$ cat src/rtl/face_pkg.sv
// face detector package
// image and cascade geometry, shared structs and the gray conversion
`default_nettype none

package face_pkg;

  // image geometry
  localparam int img_rows = 48;
  localparam int img_cols = 64;

  // cascade layout, all in 32-bit words
  localparam int tree_depth  = 6;
  localparam int n_trees     = 16;
  localparam int tree_stride = 128;
  localparam int lut_base    = 63;   // first leaf value of a tree
  localparam int thr_base    = 127;  // threshold word of a tree

  localparam int pix_aw  = 12;
  localparam int casc_aw = 11;

  // one detection window
  typedef struct packed {
    logic [7:0]  row;
    logic [7:0]  col;
    logic [15:0] size;
  } window_t;

  // node code, r1 sits in the top byte
  typedef struct packed {
    logic signed [7:0] r1;
    logic signed [7:0] c1;
    logic signed [7:0] r2;
    logic signed [7:0] c2;
  } tcode_t;

  typedef logic signed [31:0] conf_t;  // fixed-point confidence

  typedef struct packed {
    conf_t lut;
    conf_t thr;
  } tree_out_t;

  typedef struct packed {
    logic  detected;
    conf_t confidence;
  } result_t;

  // rgb565 to 8-bit gray, weights sum to 256
  function automatic logic [7:0] rgb565_gray(input logic [15:0] px);
    logic [15:0] acc;
    acc = 16'(px[15:11]) * 16'd76 + 16'(px[10:5]) * 16'd150 + 16'(px[4:0]) * 16'd30;
    return acc[15:8];
  endfunction

endpackage

`default_nettype wire

$ cat src/rtl/cascade_ctrl.sv
// cascade controller
// bounds check, tree sequencing, confidence accumulation and the final decision
`default_nettype none

module cascade_ctrl import face_pkg::*; (
  input  logic               ACLK,
  input  logic               ARESETN,
  input  logic               start,
  input  window_t            window,
  output logic               busy,
  output logic               tree_go,
  output logic [casc_aw-1:0] tree_base,
  output conf_t              centre_row,
  output conf_t              centre_col,
  output logic [15:0]        size,
  input  logic               tree_done,
  input  tree_out_t          tree_out,
  output logic               done,
  output result_t            result
);

  typedef enum logic [1:0] {
    C_IDLE,
    C_CHECK,
    C_RUN
  } cstate_t;

  cstate_t                    state;
  window_t                    win_q;
  conf_t                      conf;      // running confidence
  logic [$clog2(n_trees)-1:0] tree_cnt;
  conf_t                      half;      // half window, scaled by 256
  logic                       out_of_bounds;
  conf_t                      sum;
  logic                       reject;
  logic                       last_tree;
  logic                       accept;

  assign busy   = state != C_IDLE;
  assign accept = start && !busy;

  assign centre_row = {16'd0, win_q.row, 8'd0};
  assign centre_col = {16'd0, win_q.col, 8'd0};
  assign size       = win_q.size;
  assign half       = {9'd0, win_q.size, 7'd0};
  assign tree_base  = casc_aw'(tree_cnt * tree_stride);

  assign out_of_bounds = (centre_row - half < 0) || (centre_row + half > img_rows * 256 - 1) ||
                         (centre_col - half < 0) || (centre_col + half > img_cols * 256 - 1);

  assign sum       = conf + tree_out.lut;
  assign reject    = sum <= tree_out.thr;
  assign last_tree = tree_cnt == ($clog2(n_trees))'(n_trees - 1);

  always_ff @(posedge ACLK or negedge ARESETN) begin
    if (!ARESETN) begin
      state    <= C_IDLE;
      tree_go  <= 1'b0;
      done     <= 1'b0;
      tree_cnt <= '0;
    end else begin
      tree_go <= 1'b0;
      done    <= 1'b0;
      case (state)
        C_IDLE: if (accept) state <= C_CHECK;
        C_CHECK: begin
          if (out_of_bounds) begin
            done  <= 1'b1;  // rejected without touching memory
            state <= C_IDLE;
          end else begin
            tree_cnt <= '0;
            tree_go  <= 1'b1;
            state    <= C_RUN;
          end
        end
        C_RUN: if (tree_done) begin
          if (reject || last_tree) begin
            done  <= 1'b1;
            state <= C_IDLE;
          end else begin
            tree_cnt <= tree_cnt + 1'b1;
            tree_go  <= 1'b1;
          end
        end
        default: state <= C_IDLE;
      endcase
    end
  end

  always_ff @(posedge ACLK) begin
    if (accept) begin
      win_q <= window;
    end
    if (state == C_CHECK) begin
      conf              <= '0;
      result.detected   <= 1'b0;
      result.confidence <= '0;
    end
    if (state == C_RUN && tree_done) begin
      conf <= sum;
      if (reject) begin
        result.detected   <= 1'b0;
        result.confidence <= '0;
      end else if (last_tree) begin
        result.detected   <= 1'b1;
        result.confidence <= sum - tree_out.thr;  // margin over the last threshold
      end
    end
  end

  // walker may only answer a tree this controller started
  a_no_stray_tree_done: assert property (
    @(posedge ACLK) disable iff (!ARESETN)
    tree_done |-> (state == C_RUN))
    else $error("tree_done with no tree running");

endmodule

`default_nettype wire

$ cat src/rtl/face_detect_top.sv
// face detector top
// cascade controller and tree walker with the image and cascade memory ports
`default_nettype none

module face_detect_top import face_pkg::*; (
  input  logic               ACLK,
  input  logic               ARESETN,
  input  logic               start,
  input  window_t            window,
  output logic               busy,
  output logic               done,
  output result_t            result,
  output logic               pix_a_rd,
  output logic [pix_aw-1:0]  pix_a_addr,
  input  logic [15:0]        pix_a_data,
  output logic               pix_b_rd,
  output logic [pix_aw-1:0]  pix_b_addr,
  input  logic [15:0]        pix_b_data,
  output logic               casc_rd,
  output logic [casc_aw-1:0] casc_addr,
  input  logic [31:0]        casc_data
);

  logic               tree_go;
  logic [casc_aw-1:0] tree_base;
  conf_t              centre_row;
  conf_t              centre_col;
  logic [15:0]        size;
  logic               tree_done;
  tree_out_t          tree_out;

  cascade_ctrl ctrl_i (
    .ACLK       (ACLK),
    .ARESETN    (ARESETN),
    .start      (start),
    .window     (window),
    .busy       (busy),
    .tree_go    (tree_go),
    .tree_base  (tree_base),
    .centre_row (centre_row),
    .centre_col (centre_col),
    .size       (size),
    .tree_done  (tree_done),
    .tree_out   (tree_out),
    .done       (done),
    .result     (result)
  );

  tree_walker walker_i (
    .ACLK       (ACLK),
    .ARESETN    (ARESETN),
    .tree_go    (tree_go),
    .tree_base  (tree_base),
    .centre_row (centre_row),
    .centre_col (centre_col),
    .size       (size),
    .casc_rd    (casc_rd),
    .casc_addr  (casc_addr),
    .casc_data  (casc_data),
    .pix_a_rd   (pix_a_rd),
    .pix_a_addr (pix_a_addr),
    .pix_a_data (pix_a_data),
    .pix_b_rd   (pix_b_rd),
    .pix_b_addr (pix_b_addr),
    .pix_b_data (pix_b_data),
    .tree_done  (tree_done),
    .tree_out   (tree_out)
  );

endmodule

`default_nettype wire

$ cat src/rtl/pixel_lane.sv
// pixel lane
// scales a node offset into an image address, reads the pixel, returns its gray value
`default_nettype none

module pixel_lane import face_pkg::*; (
  input  logic              ACLK,
  input  logic              ARESETN,
  input  logic              fetch,
  input  conf_t             centre_row,
  input  conf_t             centre_col,
  input  logic [15:0]       size,
  input  logic signed [7:0] dr,
  input  logic signed [7:0] dc,
  output logic              pix_rd,
  output logic [pix_aw-1:0] pix_addr,
  input  logic [15:0]       pix_data,
  output logic              gray_valid,
  output logic [7:0]        gray
);

  logic signed [16:0] size_s;  // size as a positive signed operand
  conf_t              row_full;
  conf_t              col_full;
  conf_t              row_q;
  conf_t              col_q;
  logic               rd_q;    // read data present this cycle

  assign size_s   = {1'b0, size};
  assign row_full = centre_row + dr * size_s;
  assign col_full = centre_col + dc * size_s;

  assign pix_addr = pix_aw'(row_q * img_cols + col_q);

  // three stage strobe pipe: address, memory, conversion
  always_ff @(posedge ACLK or negedge ARESETN) begin
    if (!ARESETN) begin
      pix_rd     <= 1'b0;
      rd_q       <= 1'b0;
      gray_valid <= 1'b0;
    end else begin
      pix_rd     <= fetch;
      rd_q       <= pix_rd;
      gray_valid <= rd_q;
    end
  end

  always_ff @(posedge ACLK) begin
    if (fetch) begin
      row_q <= row_full >>> 8;  // back to pixel units
      col_q <= col_full >>> 8;
    end
    if (rd_q) begin
      gray <= rgb565_gray(pix_data);
    end
  end

  // bounds check upstream must keep every node pixel inside the image
  a_pix_in_image: assert property (
    @(posedge ACLK) disable iff (!ARESETN)
    pix_rd |-> (row_q >= 0 && row_q < img_rows && col_q >= 0 && col_q < img_cols))
    else $error("pixel lane read outside the image");

endmodule

`default_nettype wire

$ cat src/rtl/tree_walker.sv
// tree walker
// walks one depth-6 tree with two pixel lanes, then reads its leaf value and threshold
`default_nettype none

module tree_walker import face_pkg::*; (
  input  logic               ACLK,
  input  logic               ARESETN,
  input  logic               tree_go,
  input  logic [casc_aw-1:0] tree_base,
  input  conf_t              centre_row,
  input  conf_t              centre_col,
  input  logic [15:0]        size,
  output logic               casc_rd,
  output logic [casc_aw-1:0] casc_addr,
  input  logic [31:0]        casc_data,
  output logic               pix_a_rd,
  output logic [pix_aw-1:0]  pix_a_addr,
  input  logic [15:0]        pix_a_data,
  output logic               pix_b_rd,
  output logic [pix_aw-1:0]  pix_b_addr,
  input  logic [15:0]        pix_b_data,
  output logic               tree_done,
  output tree_out_t          tree_out
);

  typedef enum logic [2:0] {
    W_IDLE,
    W_CODE_RD,
    W_CODE_TAKE,
    W_GRAY,
    W_LUT_RD,
    W_LUT_TAKE,
    W_THR_TAKE
  } wstate_t;

  wstate_t            state;
  logic [casc_aw-1:0] base_q;
  logic [6:0]         idx;      // heap index, leaves land in 64..127
  logic [6:0]         next_idx;
  logic [2:0]         level;
  logic               last_level;
  tcode_t             tcode_q;
  logic               fetch;
  logic               gray_a_valid;
  logic [7:0]         gray_a;
  logic [7:0]         gray_b;

  assign next_idx   = {idx[5:0], gray_a <= gray_b};
  assign last_level = level == 3'(tree_depth - 1);

  always_ff @(posedge ACLK or negedge ARESETN) begin
    if (!ARESETN) begin
      state     <= W_IDLE;
      casc_rd   <= 1'b0;
      fetch     <= 1'b0;
      tree_done <= 1'b0;
      idx       <= 7'd1;
      level     <= '0;
    end else begin
      tree_done <= 1'b0;
      case (state)
        W_IDLE: if (tree_go) begin
          casc_rd <= 1'b1;  // first node code
          idx     <= 7'd1;
          level   <= '0;
          state   <= W_CODE_RD;
        end
        W_CODE_RD: begin
          casc_rd <= 1'b0;
          state   <= W_CODE_TAKE;
        end
        W_CODE_TAKE: begin
          fetch <= 1'b1;
          state <= W_GRAY;
        end
        W_GRAY: begin
          fetch <= 1'b0;
          if (gray_a_valid) begin  // lane b finishes in the same cycle
            idx     <= next_idx;
            level   <= level + 3'd1;
            casc_rd <= 1'b1;
            state   <= last_level ? W_LUT_RD : W_CODE_RD;
          end
        end
        W_LUT_RD: state <= W_LUT_TAKE;  // rd held for the threshold word
        W_LUT_TAKE: begin
          casc_rd <= 1'b0;
          state   <= W_THR_TAKE;
        end
        W_THR_TAKE: begin
          tree_done <= 1'b1;
          state     <= W_IDLE;
        end
        default: state <= W_IDLE;
      endcase
    end
  end

  always_ff @(posedge ACLK) begin
    case (state)
      W_IDLE: if (tree_go) begin
        base_q    <= tree_base;
        casc_addr <= tree_base;
      end
      W_CODE_TAKE: tcode_q <= tcode_t'(casc_data);
      W_GRAY: if (gray_a_valid) begin
        if (last_level) casc_addr <= base_q + casc_aw'(lut_base + int'(next_idx) - 64);
        else            casc_addr <= base_q + casc_aw'(next_idx - 7'd1);
      end
      W_LUT_RD:   casc_addr    <= base_q + casc_aw'(thr_base);
      W_LUT_TAKE: tree_out.lut <= casc_data;
      W_THR_TAKE: tree_out.thr <= casc_data;
      default: ;
    endcase
  end

  pixel_lane lane_a_i (
    .ACLK       (ACLK),
    .ARESETN    (ARESETN),
    .fetch      (fetch),
    .centre_row (centre_row),
    .centre_col (centre_col),
    .size       (size),
    .dr         (tcode_q.r1),
    .dc         (tcode_q.c1),
    .pix_rd     (pix_a_rd),
    .pix_addr   (pix_a_addr),
    .pix_data   (pix_a_data),
    .gray_valid (gray_a_valid),
    .gray       (gray_a)
  );

  pixel_lane lane_b_i (
    .ACLK       (ACLK),
    .ARESETN    (ARESETN),
    .fetch      (fetch),
    .centre_row (centre_row),
    .centre_col (centre_col),
    .size       (size),
    .dr         (tcode_q.r2),
    .dc         (tcode_q.c2),
    .pix_rd     (pix_b_rd),
    .pix_addr   (pix_b_addr),
    .pix_data   (pix_b_data),
    .gray_valid (),
    .gray       (gray_b)
  );

  // after six levels the index must sit in the leaf row
  a_leaf_idx: assert property (
    @(posedge ACLK) disable iff (!ARESETN)
    (state == W_LUT_RD) |-> (idx >= 7'd64 && idx <= 7'd127))
    else $error("leaf index out of range");

endmodule

`default_nettype wire
$ cat config.mk
export PLATFORM = sky130hd
export DESIGN_NAME = face_detect_top
export DESIGN_NICKNAME = d
export VERILOG_FILES = /design/src/rtl/face_pkg.sv /design/src/rtl/cascade_ctrl.sv /design/src/rtl/face_detect_top.sv /design/src/rtl/pixel_lane.sv /design/src/rtl/tree_walker.sv
export SDC_FILE = /design/constraint.sdc
export NUM_CORES = 2
export LEC_CHECK = 0
export BUFFER_PORTS_ARGS = -buffer_cell sky130_fd_sc_hd__buf_2
export CAP_MARGIN = 20
export CORE_UTILIZATION = 50
export DETAILED_ROUTE_END_ITERATION = 16
export PLACE_DENSITY = 0.67
export SLEW_MARGIN = 10
export SYNTH_ARGS = -nofsm -noshare
export SYNTH_HDL_FRONTEND = slang
export SYNTH_SLANG_ARGS = --single-unit
export TNS_END_PERCENT = 5
$ cat constraint.sdc
create_clock -name ACLK -period 10.5 [get_ports ACLK]
set_input_delay 0.525 -clock ACLK [delete_from_list [all_inputs] [get_ports ACLK]]
set_output_delay 0.525 -clock ACLK [all_outputs]
set_load 0.005 [all_outputs]
Yosys cells after proc, flatten, opt, wreduce, memory -nomap -nowiden
Cells that the tools add are included.
{"block": "op_classes", "addsub": 24, "mul": 10, "order_cmp": 6, "eq_ne": 17, "mux": 42, "reduce_logical": 24}
{"cell": "2-to-1 mux 33 bit", "count": 4}
{"cell": "> comparator 32 x 15 -> 1 bit, second input constant", "count": 2}
{"cell": "< comparator 32 x 1 -> 1 bit, second input constant", "count": 2}
{"cell": "2-to-1 mux 32 bit", "count": 2}
{"cell": "adder 16 x 23 -> 24 bit", "count": 2}
{"cell": "subtractor 16 x 23 -> 24 bit", "count": 2}
{"cell": "adder 17 x 20 -> 20 bit", "count": 2}
{"cell": "multiplier 8 x 17 -> 20 bit", "count": 2}
{"cell": "multiplier 8 x 17 -> 14 bit", "count": 2}
{"cell": "2-to-1 mux 11 bit", "count": 3}
{"cell": "one-hot mux 11 bit (3 select lines)", "count": 1}
{"cell": "adder 15 x 10 -> 16 bit", "count": 2}
{"cell": "adder 32 bit", "count": 1}
{"cell": "less-or-equal comparator 32 bit", "count": 1}
{"cell": "subtractor 32 bit", "count": 1}
{"cell": "adder 12 x 14 -> 15 bit", "count": 2}
{"cell": "adder 14 bit", "count": 2}
{"cell": "multiplier 6 x 7 -> 13 bit, second input constant", "count": 2}
{"cell": "adder 12 bit", "count": 2}
{"cell": "adder 11 bit", "count": 2}
{"cell": "multiplier 5 x 5 -> 10 bit, second input constant", "count": 2}
{"cell": "multiplier 5 x 4 -> 9 bit, second input constant", "count": 2}
{"cell": "one-hot mux 3 bit (6 select lines)", "count": 1}
{"cell": "2-to-1 mux 3 bit", "count": 5}
{"cell": "36 further kinds", "count": 74}
{"block": "word_totals", "ff_bits": 286, "output_inout_bits": 73}

Longest topological paths before layout
{"block": "logic_depth", "word_depth": 7, "mapped_depth": 22, "depth_no_buf": 21}

Modules after synthesis
From an unflattened synthesis, not the netlist that was laid out.
{"block": "hier_totals", "hier_cells": 3318, "area_unflattened_um2": 33017.9}
{"module": "pixel_lane at walker_i.lane_b_i", "instances": 1, "cells_per_inst": 1020, "area_each_um2": 9605.5}
{"module": "pixel_lane at walker_i.lane_a_i", "instances": 1, "cells_per_inst": 1012, "area_each_um2": 9557.9}
{"module": "cascade_ctrl", "instances": 1, "cells_per_inst": 963, "area_each_um2": 8732.1}
{"module": "tree_walker", "instances": 1, "cells_per_inst": 323, "area_each_um2": 5122.4}

Least setup slack after synthesis
No wires, ideal clock.
{"block": "synth_timing", "path_type": "register to register", "from": "register ctrl_i.win_q, in the netlist ctrl_i.size[2]", "to": "register walker_i.lane_a_i.col_q[11], data pin", "setup_ps": 260, "t_arrival_ps": 4787, "path_slack_ps": 5453, "stages_incl_launch_ff": 19, "period_less_slack_ps": 5047, "path_cell_list": "edfxtp_1 clkbuf_1 clkbuf_1 nand2_1 fa_1 inv_1 fa_1 fa_1 fa_1 ha_1 or3_1 o21ai_0 inv_1 and3_1 and3_1 o21ai_1 o2111ai_1 a21oi_1 xnor2_1"}
{"block": "synth_between", "elab_chain_cells": 2}
{"item": "from (decl)", "line_no": "cascade_ctrl.sv:29", "text": "window_t win_q;"}
{"item": "from (signal assigned)", "line_no": "cascade_ctrl.sv:92", "text": "win_q <= window;"}
{"item": "multiplier 8 x 17 -> 20 bit", "line_no": "pixel_lane.sv:30", "text": "assign col_full = centre_col + dc * size_s;"}
{"item": "adder 17 x 20 -> 20 bit", "line_no": "pixel_lane.sv:30"}
{"item": "via walker_i.lane_a_i.col_full[19]", "line_no": "pixel_lane.sv:23", "text": "conf_t col_full;"}
{"item": "to (signal assigned)", "line_no": "pixel_lane.sv:50", "text": "col_q <= col_full >>> 8;"}
{"item": "to (decl)", "line_no": "pixel_lane.sv:25", "text": "conf_t col_q;"}
The timed path passes the listed nets, and every way through them passes these cells.
A chain may end at the register's enable or synchronous reset.

Final worst setup path
Ends and elaborated chain as after synthesis.

==> run_results.csv <==
group,metric,value,unit
run_status,status,"finished with violations",
run_status,violations,"DRC",
die,dieWidth,247,um
grt,gr-total-overflow,0,
cts,ctsHtreeMaxLevel,2,
yosys,synth.most_common_cell,"inv_1",
sta,final-setup-viol-count,0,
yosys,synth_edf_count,225,
cts,cts_buffers,34,
worst_setup_path,critical_path_required,10.81,ns
sta,fmax,172,MHz
cts,worstSkewPairLatency,0.57,ns
die,ios,172,
yosys,ys_top_cells_by_area,"edfxtp_1, fa_1, ha_1",
layout,layout.nets,3847,
sta,period_share,55.4,%
detailed_routing,drc,8,
detailed_routing,wl_per_cell,18.6,um
sta,setup_tns,0,ns
sta,finalClockSkew,0.0403,ns
detailed_routing,wirelength,71800,um
cts,tritoncts,"built",
die,die_h,247,um
yosys,synth_cell_type_count,89,
place,io_buffers,171,
worst_setup_path,crit_slowest_cell,"edfxtp_1",
power_and_ir_drop,pwr-share-comb,23.8,%
sta,worstMarginPinSlew,1.11,ns
layout,drive_above_1_share,9.20,%
power_and_ir_drop,leakagePower,15.3,nW
worst_setup_path,critical-path-max-stage-delay,1.08,ns
grt,grt_max_degree,39,
place,gp_congestion,0.921,
power_and_ir_drop,swShare,27.7,%
layout,syn_to_final_growth,9.11,%
yosys,ys_seq_area_share,26.9,%
cts,clock-sinks,284,
sta,rsz0062_at_grt,"no",
yosys,syn_avg_cell_area,10.2,um^2
yosys,synth_common_cells,"inv_1, ha_1, fa_1",
cts,cts_resized,0,
power_and_ir_drop,power_frac_seq,37.4,%
yosys,synth-async-reset-ratio,9.15,%
detailed_routing,drtIter0Drc,1218,
grt,antenna_found_initial,17,
power_and_ir_drop,internal_power,0.00241,W
power_and_ir_drop,pwr-share-clk,38.8,%
yosys,synth_area,0.0300,mm^2
detailed_routing,vias_per_cell,5.50,
detailed_routing,ant_nets,0,
worst_setup_path,cp-start-kind,"flop",
layout,seq_area,0.00807,mm^2
die,core-area,0.0591,mm^2
cts,post_cts_buffers,0,
cts,clk_pin_slew,0.06,ns
power_and_ir_drop,p_sw,0.000924,W
layout,fillers,5178,
yosys,ys_ff_latch,284,
power_and_ir_drop,power.density,102,mW/mm^2
min_path,hold_path.class,"input port to flop",
grt,grt_use_total,24.2,%
layout,fin_util,55.3,%
run,maxCapViolations,0,
worst_setup_path,crit_top_cell,"fa_1",
yosys,yosysTopAreaCell,"edfxtp_1",
detailed_routing,via_count,21285,
worst_setup_path,crit_type,"flop to flop",
die,fp.dieArea,0.0609,mm^2
yosys,synth_ff_type,"edfxtp_1",
sta,period_needed,5.81,ns
place,dp_hpwl,56500,um
yosys,synth_nets,3731,
die,start_util,50.7,%
grt,grt_first_pass_wirelength,116000,um
die,fp-row-count,89,
cts,clockRootBuffer,"clkbuf_16",
power_and_ir_drop,ir_worst_vdd,0.120,mV
cts,cts_buffer_depth,3,
worst_setup_path,crit_path_cell_trace,"inv_1 -> nand2_1 -> fa_1 -> inv_1 -> fa_1 -> fa_1 -> fa_1 -> ha_1 -> or3_1 -> o21ai_0 -> inv_1 -> and3_1 -> and3_1 -> o21ai_1 -> o2111ai_1 -> a21oi_1 -> xnor2_1",
worst_setup_path,crit_fanout,31,
sta,hold_viol_final,0,
worst_setup_path,crit_arrival,6.12,ns
yosys,synthCells,2948,
sta,maxSlewViolCount,0,
layout,multi_input_area,0.0197,mm^2
worst_setup_path,end_kind,"flop",
grt,grt_pass1_vias,22243,
sta,relSlewSlack,26.3,%
yosys,yosysWarningCount,0,
yosys,synth_top_area_share,22.5,%
detailed_routing,first_pass_iters,12,
-- kinds of logic (layout without fill, tap and decap cells) --
| logic type | Yosys count | count (layout) | synth area share [%] |
|---|---|---|---|
| compound gates | 446 | 446 | 10.2 |
| flops | 284 | 284 | 26.9 |
| xor+xnor | 188 | 188 | 5.49 |
| mux | 8 | 8 | 0.275 |
| simple gates | 756 | 756 | 12.7 |
| fa+ha+maj | 684 | 684 | 36.7 |
| other cells | 0 | 7 | 0 |
| buf+inv | 582 | 722 | 7.62 |
-- final timing paths --
check,slack [ns],to,from,depth (start not counted)
max,4.69,walker_i.lane_a_i.col_q[11],ctrl_i.size[2],17
min,0.13,ctrl_i.size[14],window[14],1
max reg2reg,4.69,walker_i.lane_a_i.col_q[11],ctrl_i.size[2],17
min reg2reg,0.46,ctrl_i.result[0],ctrl_i.result[0],1
max in group asynchronous,9.56,walker_i.fetch,ARESETN,2
min in group asynchronous,0.51,walker_i.idx[5],ARESETN,2
-- routing by layer --
metal	track usage, %	up-vias	part of all wire [%]	wire length [um]
li1	-	9941	-	-
met1	31.6	10594	43	30700
met2	41.0	579	48	34600
met3	4.06	151	5.6	4020
met4	7.59	20	3.2	2260
met5	0	-	0.16	115
-- through the flow --
step	instance area, um^2	power [W]	instances	setup WS [ns]	hold slack [ns]
6_report	32700	0.00333	3868	4.69	0.130
5_1_grt	32700	0.00351	3867	4.37	0.108
2_1_floorplan	30000	0.00188	2948	5.45	0.229
3_3_place_gp	31400	0.00202	3799	4.87	0.437
4_1_cts	32700	0.00337	3860	4.64	0.0928
3_5_place_dp	31400	0.00206	3799	4.71	0.434
-- power by group through the flow --
stage	Combinational (W)	Sequential (W)	Clock (W)
2_1_floorplan	0.000608	0.00127	0
3_3_place_gp	0.000751	0.00127	0
3_5_place_dp	0.000793	0.00127	0
4_1_cts	0.000803	0.00125	0.00132
5_1_grt	0.000909	0.00124	0.00136
6_report	0.000792	0.00125	0.00129
-- registers in the layout (all words and copies together), names as in the netlist, 7 cells and up --
name,count
walker_i.lane_b_i.gray,7
ctrl_i.size,16
walker_i.tcode_q,32
ctrl_i.centre_col,8
ctrl_i.result,33
ctrl_i.conf,32
walker_i.lane_a_i.gray,7
ctrl_i.centre_row,8
walker_i.lane_b_i.col_q,12
walker_i.lane_a_i.col_q,12
walker_i.casc_addr,11
walker_i.tree_out,64
-- placed cells by master (no fill, tap or decap), types with 30 or more instances in the layout --
cell,n
fa_1,326
o21ai_0,74
buf_2,171
edfxtp_1,225
o21bai_1,30
dfxtp_1,33
ha_1,358
nand2_1,260
xnor2_1,140
nor2_1,100
and3_1,43
clkbuf_16,35
inv_1,474
xor2_1,48
a21oi_1,111
and2_1,193
a21o_1,57
-- critical path: cells and delay by family, from the launching register on --
family | cells | cell delay (ns)
buffers and inverters | 3 | 0.52
AND/OR/NAND/NOR | 4 | 1.00
AO/OA/AOI/OAI | 4 | 0.77
flip-flops | 1 | 1.08
adder cells (fa/ha/maj) | 5 | 2.11
XOR/XNOR | 1 | 0.09
-- timing repair --
action | CTS | global route
endpoints found under the setup margin | 0 | 0
hold endpoints to repair | 24 | 0
hold buffers | 1 | 0
-- cell type report --
cell class	instances	area share, %
Inverter	474	5.44
Multi-Input combinational cell	2082	60.1
Clock inverter	21	0.972
Timing Repair Buffer	188	3.08
Tap cell	773	2.96
Antenna cell	7	0.0536
Sequential cell	284	24.7
Clock buffer	39	2.75
Power figures use the tool's default switching activity.
